$ cat src/include/tr_macros.svh
/*
  width parameters of the parity transpose stage
  word, address, bank count and derived bank address width
*/

`ifndef TR_MACROS_SVH
`define TR_MACROS_SVH

// data and parity word width
`define DAT_W       16

// output address and row count width
`define ADDR_W      6

// number of parity banks, rows read per step
`define TR_DAT_W    4

// column index width, enough for DAT_W columns
`define SEL_W       4

// per bank address, one entry per row group
`define MEM_ADDR_W  (`ADDR_W - $clog2(`TR_DAT_W))

`endif
$ cat src/verilog/tr_pkg.sv
/*
  shared types of the parity transpose stage
  word, address, column select, bank bits and controller states
*/

package tr_pkg;

  `include "tr_macros.svh"

  // one data or parity word
  typedef logic [`DAT_W-1:0]      word_t;

  // output address, also the row count R
  typedef logic [`ADDR_W-1:0]     addr_t;

  // column index inside a parity row
  typedef logic [`SEL_W-1:0]      sel_t;

  // one bit per bank, bit k from bank k
  typedef logic [`TR_DAT_W-1:0]   bits_t;

  // bank address == row group index
  typedef logic [`MEM_ADDR_W-1:0] maddr_t;

  // controller states
  typedef enum logic {
    ST_IDLE,
    ST_READ
  } tr_state_e;

endpackage

$ cat src/verilog/tr_step_if.sv
/*
  read step bundle, controller to parity banks
*/

`timescale 1ns/100ps

interface tr_step_if;

  import tr_pkg::*;

  // one read step per cycle while val is high
  logic   val;
  // row group to read from every bank
  maddr_t raddr;
  // column to pick from the read rows
  sel_t   sel;
  // this step completes an output word
  logic   word_end;
  // final step of the block
  logic   last;

  modport ctrl (
    output val,
    output raddr,
    output sel,
    output word_end,
    output last
  );

  modport bank (
    input val,
    input raddr,
    input sel,
    input word_end,
    input last
  );

endinterface

$ cat src/verilog/parity_transposer.sv
/*
  parity transpose stage top
  step bundle, banks, controller, accumulator and output mux
*/

`timescale 1ns/100ps

module parity_transposer (
  input  logic           iclk,
  input  logic           ireset,
  input  logic           iclkena,
  input  tr_pkg::addr_t  iwrow,
  input  tr_pkg::addr_t  iwdata_col,
  input  logic           iwrite,
  input  tr_pkg::addr_t  iwaddr,
  input  tr_pkg::word_t  iwdat,
  input  logic           ipwrite,
  input  tr_pkg::addr_t  ipwaddr,
  input  logic           iwfull,
  output logic           ordy,
  output logic           owrite,
  output logic           owfull,
  output tr_pkg::addr_t  owaddr,
  output tr_pkg::word_t  owdat
);

  import tr_pkg::*;

  // read steps, controller to banks
  tr_step_if step ();

  // banks to accumulator, two cycles after the step
  logic  bits_val;
  bits_t bits;
  logic  bits_word_end;
  logic  bits_last;

  // accumulator to output
  logic  acc_write;
  word_t acc_dat;
  logic  acc_last;

  //----------------------------------------------------------------------
  // instances
  //----------------------------------------------------------------------

  transpose_ctrl ctrl_i (
    .iclk          (iclk),
    .ireset        (ireset),
    .iclkena       (iclkena),
    .iwfull        (iwfull),
    .iwrow         (iwrow),
    .ordy          (ordy),
    .step          (step.ctrl)
  );

  parity_bank bank_i (
    .iclk          (iclk),
    .ireset        (ireset),
    .iclkena       (iclkena),
    .ipwrite       (ipwrite),
    .ipwaddr       (ipwaddr),
    .iwdat         (iwdat),
    .step          (step.bank),
    .bits_val      (bits_val),
    .bits          (bits),
    .bits_word_end (bits_word_end),
    .bits_last     (bits_last)
  );

  line_acc acc_i (
    .iclk          (iclk),
    .ireset        (ireset),
    .iclkena       (iclkena),
    .bits_val      (bits_val),
    .bits          (bits),
    .bits_word_end (bits_word_end),
    .bits_last     (bits_last),
    .acc_write     (acc_write),
    .acc_dat       (acc_dat),
    .acc_last      (acc_last)
  );

  out_mux mux_i (
    .iclk          (iclk),
    .ireset        (ireset),
    .iclkena       (iclkena),
    .iwrite        (iwrite),
    .ipwrite       (ipwrite),
    .iwaddr        (iwaddr),
    .iwdat         (iwdat),
    .iwdata_col    (iwdata_col),
    .acc_write     (acc_write),
    .acc_dat       (acc_dat),
    .acc_last      (acc_last),
    .owrite        (owrite),
    .owfull        (owfull),
    .owaddr        (owaddr),
    .owdat         (owdat)
  );

endmodule

$ cat src/verilog/out_mux.sv
/*
  output side
  merges data and parity words, parity addressing, block end strobe
*/

`timescale 1ns/100ps

module out_mux (
  input  logic           iclk,
  input  logic           ireset,
  input  logic           iclkena,
  input  logic           iwrite,
  input  logic           ipwrite,
  input  tr_pkg::addr_t  iwaddr,
  input  tr_pkg::word_t  iwdat,
  input  tr_pkg::addr_t  iwdata_col,
  input  logic           acc_write,
  input  tr_pkg::word_t  acc_dat,
  input  logic           acc_last,
  output logic           owrite,
  output logic           owfull,
  output tr_pkg::addr_t  owaddr,
  output tr_pkg::word_t  owdat
);

  import tr_pkg::*;

  // address of the next parity word
  addr_t paddr;

  //----------------------------------------------------------------------
  // strobes
  //----------------------------------------------------------------------

  always_ff @(posedge iclk or posedge ireset) begin
    if (ireset) begin
      owrite <= 1'b0;
      owfull <= 1'b0;
      paddr  <= '0;
    end else if (iclkena) begin
      owrite <= iwrite || acc_write;
      owfull <= acc_write && acc_last;
      // base follows the parity row writes, steps per parity word
      if (ipwrite) begin
        paddr <= iwdata_col;
      end else if (acc_write) begin
        paddr <= paddr + 1'b1;
      end
    end
  end

  //----------------------------------------------------------------------
  // address and data
  //----------------------------------------------------------------------

  always_ff @(posedge iclk) begin
    if (iclkena) begin
      if (iwrite) begin
        // systematic word passes through unchanged
        owaddr <= iwaddr;
        owdat  <= iwdat;
      end else if (acc_write) begin
        owaddr <= paddr;
        owdat  <= acc_dat;
      end
    end
  end

  // data words and parity words share one output
  a_no_clash : assert property (
    @(posedge iclk) disable iff (ireset)
    iclkena |-> !(iwrite && acc_write)
  ) else $error("data word during parity readout");

endmodule

$ cat src/verilog/line_acc.sv
/*
  line accumulator
  packs column bits into words, low end first, tags the last word
*/

`timescale 1ns/100ps
`include "tr_macros.svh"

module line_acc (
  input  logic           iclk,
  input  logic           ireset,
  input  logic           iclkena,
  input  logic           bits_val,
  input  tr_pkg::bits_t  bits,
  input  logic           bits_word_end,
  input  logic           bits_last,
  output logic           acc_write,
  output tr_pkg::word_t  acc_dat,
  output logic           acc_last
);

  import tr_pkg::*;

  localparam int STEPS   = `DAT_W / `TR_DAT_W;
  localparam int STEPS_W = $clog2(STEPS);

  // shifts right, so the first bits end at the low end
  word_t              sreg;
  // valid steps since the last word end
  logic [STEPS_W-1:0] cnt;

  always_ff @(posedge iclk) begin
    if (iclkena && bits_val) begin
      sreg <= {bits, sreg[`DAT_W-1:`TR_DAT_W]};
    end
  end

  always_ff @(posedge iclk or posedge ireset) begin
    if (ireset) begin
      acc_write <= 1'b0;
      acc_last  <= 1'b0;
      cnt       <= '0;
    end else if (iclkena) begin
      acc_write <= bits_val && bits_word_end;
      acc_last  <= bits_val && bits_word_end && bits_last;
      if (bits_val) begin
        cnt <= bits_word_end ? '0 : cnt + 1'b1;
      end
    end
  end

  // word is complete in the cycle after its word end step
  assign acc_dat = sreg;

  // word end only after a full word of steps
  a_word_len : assert property (
    @(posedge iclk) disable iff (ireset)
    (iclkena && bits_val) |-> (bits_word_end == (cnt == STEPS_W'(STEPS - 1)))
  ) else $error("word end out of step");

endmodule

$ cat src/verilog/transpose_ctrl.sv
/*
  transpose controller
  idle/read FSM, column and row group walk, word end and last flags
*/

`timescale 1ns/100ps
`include "tr_macros.svh"

module transpose_ctrl (
  input  logic           iclk,
  input  logic           ireset,
  input  logic           iclkena,
  input  logic           iwfull,
  input  tr_pkg::addr_t  iwrow,
  output logic           ordy,
  tr_step_if.ctrl        step
);

  import tr_pkg::*;

  localparam int LOG2_TR = $clog2(`TR_DAT_W);
  // steps that fill one output word
  localparam int STEPS   = `DAT_W / `TR_DAT_W;
  localparam int STEPS_W = $clog2(STEPS);

  tr_state_e          state;

  // last row group index, R/TR_DAT_W - 1
  maddr_t             grp_last;
  maddr_t             grp;
  sel_t               col;
  // step position inside the current output word
  logic [STEPS_W-1:0] wcnt;

  logic               grp_end;
  logic               col_end;

  assign grp_end = (grp == grp_last);
  assign col_end = (col == sel_t'(`DAT_W - 1));

  //----------------------------------------------------------------------
  // FSM and counters
  //----------------------------------------------------------------------

  always_ff @(posedge iclk or posedge ireset) begin
    if (ireset) begin
      state    <= ST_IDLE;
      grp_last <= '0;
      grp      <= '0;
      col      <= '0;
      wcnt     <= '0;
    end else if (iclkena) begin
      case (state)
        ST_IDLE: begin
          if (iwfull) begin
            state    <= ST_READ;
            // R of zero wraps to the full 2^ADDR_W rows
            grp_last <= iwrow[`ADDR_W-1:LOG2_TR] - 1'b1;
            grp      <= '0;
            col      <= '0;
            wcnt     <= '0;
          end
        end
        ST_READ: begin
          wcnt <= wcnt + 1'b1;
          // inner loop row group, outer loop column
          if (grp_end) begin
            grp <= '0;
            col <= col + 1'b1;
            if (col_end) begin
              state <= ST_IDLE;
            end
          end else begin
            grp <= grp + 1'b1;
          end
        end
        default: begin
          state <= ST_IDLE;
        end
      endcase
    end
  end

  //----------------------------------------------------------------------
  // step outputs
  //----------------------------------------------------------------------

  assign ordy          = (state == ST_IDLE);

  assign step.val      = (state == ST_READ);
  assign step.raddr    = grp;
  assign step.sel      = col;
  assign step.word_end = (wcnt == STEPS_W'(STEPS - 1));
  assign step.last     = grp_end && col_end;

  // a new block only once the previous one has been read out
  a_full_rdy : assert property (
    @(posedge iclk) disable iff (ireset)
    (iclkena && iwfull) |-> ordy
  ) else $error("iwfull while busy");

  // whole row groups only, zero stands for 2^ADDR_W
  a_row_mult : assert property (
    @(posedge iclk) disable iff (ireset)
    (iclkena && iwfull) |-> (iwrow[LOG2_TR-1:0] == '0)
  ) else $error("row count is not a multiple of the bank count");

endmodule

$ cat src/verilog/parity_bank.sv
/*
  parity row banks
  row write decoding, one cycle read, registered column bit select
*/

`timescale 1ns/100ps
`include "tr_macros.svh"

module parity_bank (
  input  logic           iclk,
  input  logic           ireset,
  input  logic           iclkena,
  input  logic           ipwrite,
  input  tr_pkg::addr_t  ipwaddr,
  input  tr_pkg::word_t  iwdat,
  tr_step_if.bank        step,
  output logic           bits_val,
  output tr_pkg::bits_t  bits,
  output logic           bits_word_end,
  output logic           bits_last
);

  import tr_pkg::*;

  localparam int LOG2_TR = $clog2(`TR_DAT_W);

  // row r lives in bank r mod TR_DAT_W at address r / TR_DAT_W
  word_t  mem [`TR_DAT_W][2**`MEM_ADDR_W];

  // raw rows and matching select of the first stage
  word_t  rdat [`TR_DAT_W];
  sel_t   sel_d;

  // step flags in the first delay stage
  logic   val_d;
  logic   word_end_d;
  logic   last_d;

  //----------------------------------------------------------------------
  // banks and bit select
  //----------------------------------------------------------------------

  always_ff @(posedge iclk) begin
    if (iclkena) begin
      for (int k = 0; k < `TR_DAT_W; k++) begin
        // low address bits pick the bank
        if (ipwrite && (ipwaddr[LOG2_TR-1:0] == k[LOG2_TR-1:0])) begin
          mem[k][ipwaddr[`ADDR_W-1:LOG2_TR]] <= iwdat;
        end
        // same row group read from all banks
        rdat[k] <= mem[k][step.raddr];
        // one bit per bank picked by column
        bits[k] <= rdat[k][sel_d];
      end
      sel_d <= step.sel;
    end
  end

  //----------------------------------------------------------------------
  // two stage flag delay to line up with bits
  //----------------------------------------------------------------------

  always_ff @(posedge iclk or posedge ireset) begin
    if (ireset) begin
      val_d         <= 1'b0;
      word_end_d    <= 1'b0;
      last_d        <= 1'b0;
      bits_val      <= 1'b0;
      bits_word_end <= 1'b0;
      bits_last     <= 1'b0;
    end else if (iclkena) begin
      val_d         <= step.val;
      word_end_d    <= step.word_end;
      last_d        <= step.last;
      bits_val      <= val_d;
      bits_word_end <= word_end_d;
      bits_last     <= last_d;
    end
  end

  // bank rows stay fixed while a block is read out
  a_no_write_read : assert property (
    @(posedge iclk) disable iff (ireset)
    (iclkena && step.val) |-> !ipwrite
  ) else $error("parity row write during readout");

endmodule

$ cat config.mk
export PLATFORM = sky130hd
export DESIGN_NAME = parity_transposer
export DESIGN_NICKNAME = d
export VERILOG_FILES = /design/src/verilog/tr_pkg.sv /design/src/verilog/tr_step_if.sv /design/src/verilog/parity_transposer.sv /design/src/verilog/out_mux.sv /design/src/verilog/line_acc.sv /design/src/verilog/transpose_ctrl.sv /design/src/verilog/parity_bank.sv
export VERILOG_INCLUDE_DIRS = /design/src /design/src/include
export SDC_FILE = /design/constraint.sdc
export NUM_CORES = 1
export LEC_CHECK = 0
export BUFFER_PORTS_ARGS = -buffer_cell sky130_fd_sc_hd__clkbuf_2
export CORE_ASPECT_RATIO = 1.5
export CORE_MARGIN = 2
export CORE_UTILIZATION = 50
export DETAILED_ROUTE_END_ITERATION = 10
export MAX_ROUTING_LAYER = met4
export PLACE_DENSITY = 0.7
export SYNTH_ARGS = -nofsm -noshare
export SYNTH_HDL_FRONTEND = slang
export SYNTH_SLANG_ARGS = --single-unit
$ cat constraint.sdc
create_clock -name iclk -period 2.2 [get_ports iclk]
set_input_delay 0.44 -clock iclk [delete_from_list [all_inputs] [get_ports iclk]]
set_output_delay 0.44 -clock iclk [all_outputs]
set_load 0.03 [all_outputs]
==> flow_summary_export.csv <==
group,metric,value,unit
clock_network,clock_latency,0.70,ns
clock_network,numCtsBuffers,98,
place,dp_hpwl,61.0,mm
worst_setup_path,reg2reg_slack,0.05,ns
worst_setup_path,crit_arrival,2.70,ns
cells_and_area,synthToLayoutAreaGrowth,15.3,%
grt,grt.total_usage,22.6,%
drt,drtIter0Drc,2504,
sta,rsz0062_at_grt,"false",
power_and_ir_drop,p_per_area,1140,nW/um2
synthesis,yosysWarnings,0,
cells_and_area,fillCellCount,6284,
grt,grt_antenna_before_repair,7,
worst_setup_path,max_stage_delay,0.95,ns
die,ios,71,
sta,finalSetupViolCount,0,
cells_and_area,register_area,34800,um2
synthesis,synth.area.top_cells,"edfxtp_1 (76%), mux4_2 (7.4%), mux2i_1 (5.6%)",
drt,routed_wirelength,100,mm
synthesis,netlist_instances,2270,
clock_network,cts.sinks,1165,
worst_setup_path,endpoint_kind,"register",
run_status,status,"completed",
cells_and_area,instances_no_fill,3733,
synthesis,synth_top_area_share,76.0,%
worst_setup_path,crit_chain,"nor2b_2 -> buf_4 -> a22oi_1 -> nand2_1",
hold_path,min_path_cells,2,
drt,wl_per_cell,26.9,um
worst_setup_path,critical-path-slowest-cell,"nor2b_2",
sta,tightest_slew,1.21,ns
hold_path,worstHoldStart,"iwrow[2]",
sta,finClkSkew,0.0175,ns
worst_setup_path,r2r-end,"bank_i.rdat[1][14]$_DFFE_PP_",
synthesis,yosysUniqueCellTypes,45,
cells_and_area,final_common_cell,"edfxtp_1",
sta,final.setup.worst_slack,0.0492,ns
drt,routed_via_density,5.99,
power_and_ir_drop,irDropWorstVdd,863,uV
clock_network,ctsLongestPathBuffers,3,
sta,maxSlewViolCount,0,
die,coreArea,88900,um2
synthesis,synthesis.area,44800,um2
synthesis,yosysTopAreaCell,"edfxtp_1",
die,start_util,50.4,%
worst_setup_path,critPathKind,"register to register",
synthesis,async_reset_ff_share,2.66,%
worst_setup_path,crit_fanout,15,
sta,hold_viol,0,
sta,tns,0,ns
grt,grt_max_degree,65,
sta,slew_headroom,19.3,%
grt,grt_pass1_vias,22939,
job,maxCapViolations,0,
worst_setup_path,crit_required,2.75,ns
synthesis,synth_flop_cell,"edfxtp_1",
clock_network,cts_tree,"done",
grt,grt_overflow,0,
drt,vias,22377,
die,dieArea,92100,um2
drt,drcViolationCount,0,
clock_network,cts.htree.levels,3,
cells_and_area,multi_input_area,9350,um2
worst_setup_path,worstReg2RegStart,"ctrl_i.step.raddr[1]$_DFFE_PP0P_",
die,die_h,371,um
die,rows,134,
die,die_w,248,um
sta,max_freq,465,MHz
power_and_ir_drop,leakagePower,17.2,nW
worst_setup_path,start_kind,"register",
drt,ant_nets,0,
place,dp_slack,-0.0916,ns
place,io_buffer_count,68,
place,dp.cells,3540,
drt,first_pass_iters,6,
synthesis,avgSynthCellArea,19.7,um2
cells_and_area,drive_gt1_share,23.0,%
cells_and_area,num-nets-final,2538,
sta,period_needed,2.15,ns
synthesis,synth_edf_count,1134,
worst_setup_path,ff2ff_path_depth,4,
synthesis,yosysSeqAreaShare,77.7,%
synthesis,syn-num-nets,2321,
sta,period_share,97.8,%
grt,grt_pass1_wl,149,mm
clock_network,clkTransAtPathRegs,0.07,ns
hold_path,min_to,"ctrl_i.grp_last[0]$_DFFE_PP0P_",
synthesis,ys_ff_latch,1165,
cells_and_area,final_cell_mix,"edfxtp_1 (1,134), mux2i_1 (250), a22oi_1 (194)",
clock_network,root_buffer,"clkbuf_16",
place,globalplace.congestion,0.791,
hold_path,min_path_type,"primary input to register",
layer usage:
| metal | track usage (%) | part of all wire, % | up-vias |
|---|---|---|---|
| met5 | - | 0 | - |
| met4 | 6.87 | 2.5 | 0 |
| met3 | 3.97 | 6.0 | 164 |
| met2 | 39.3 | 54 | 797 |
| met1 | 26.9 | 38 | 11723 |
| li1 | - | - | 9693 |
state kept, by name, indices dropped and copies added (netlist names):
register / flops
bank_i.last_d: 1
ctrl_i.grp_last: 4
mux_i.paddr: 6
bank_i.bits_word_end: 1
mux_i.owfull: 1
mux_i.owaddr: 6
bank_i.val_d: 1
bank_i.bits: 4
bank_i.word_end_d: 1
ctrl_i.step.raddr: 4
bank_i.sel_d: 4
mux_i.owdat: 16
bank_i.bits_last: 1
bank_i.rdat: 64
bank_i.mem: 1024
ctrl_i.wcnt: 2
mux_i.owrite: 1
bank_i.bits_val: 1
acc_i.acc_last: 1
acc_i.acc_dat: 16
ctrl_i.step.val: 1
acc_i.acc_write: 1
ctrl_i.step.sel: 4
per-stage QoR:
stage	power, mW	hold WS [ns]	cell area, um2	util (%)
after floorplan	36.4	0.400	44900	-
after global placement	41.1	0.409	48400	54.4
after detailed placement	41.4	0.413	48400	54.4
after CTS	59.1	0.0112	51700	58.1
after global routing	60.8	0.0440	51700	58.2
final	58.7	0.0433	51700	58.2
report_power, final:
group	internal (mW)	switching, mW	leakage, nW
Sequential	25.8	0.697	10.6
Combinational	6.46	7.96	4.97
Clock	10.0	7.78	1.60
kinds of logic after synthesis:
family,Yosys count,share of synthesized area (%)
AOI/OAI and AO/OA,236,3.82
xor gates and xnor gates,6,0.117
adders and majority gates,5,0.140
buffers and inverters,137,1.64
DFF,1165,77.7
muxes,423,13.6
and+or+nand+nor,298,2.94
synthesized netlist by cell type, types with 2 or more instances:
cell type and instances:
buf_2 44, mux4_2 148, a22oi_1 194, buf_1 7, clkbuf_1 39, nand2_1 101, o2bb2ai_1 2, a21oi_1 6
nand4_1 6, buf_4 27, o21ai_0 22, nand2b_1 4, edfxtp_1 1134, mux2_2 25, xnor2_1 6, nor2b_1 11
nor2_2 3, ha_1 5, nor2_1 77, and2_1 2, mux2i_1 250, dfrtp_1 31, inv_1 10, o211ai_1 3
buf_6 7, nand3_1 87
area by class of cell:
type,count,area share (%)
clock buffers,122,5.06
multi-input cells,968,18.1
repair buffers,243,5.23
diodes,7,0.0339
inverters,11,0.0799
well taps,1156,2.80
flip-flops and latches,1165,67.4
clock inverters,61,1.30
worst max-delay path, delay by kind of cell, from the launching register on:
family          cells  cell delay, ns
compound gates      1            0.14
buf+inv             1            0.34
flops               1            0.49
simple gates        2            1.04
worst max-delay path by stage:
stage,endpoint,startpoint,cells after the start,slack (ns)
5_1_grt,ctrl_i.step.raddr[0]$_DFFE_PP0P_,ctrl_i.step.raddr[0]$_DFFE_PP0P_,7,0.002
4_1_cts,bank_i.rdat[1][14]$_DFFE_PP_,ctrl_i.step.raddr[1]$_DFFE_PP0P_,4,0.03
3_3_place_gp,ctrl_i.step.raddr[3]$_DFFE_PP0P_,ctrl_i.step.raddr[1]$_DFFE_PP0P_,6,-0.12
2_1_floorplan,bank_i.mem[0][0]$_DFFE_PP_,ipwrite,6,-0.24
6_report,bank_i.rdat[1][14]$_DFFE_PP_,ctrl_i.step.raddr[1]$_DFFE_PP0P_,4,0.05
3_5_place_dp,ctrl_i.step.raddr[3]$_DFFE_PP0P_,ctrl_i.step.raddr[1]$_DFFE_PP0P_,6,-0.09
repair_timing:
action / CTS / global route
hold endpoints to repair: 15 / 0
setup endpoints to repair: 1 / 0
hold buffers: 3 / 0
buffers inserted: 0 / 0
gates resized for setup: 1 / 0
Power figures use the tool's default switching activity.
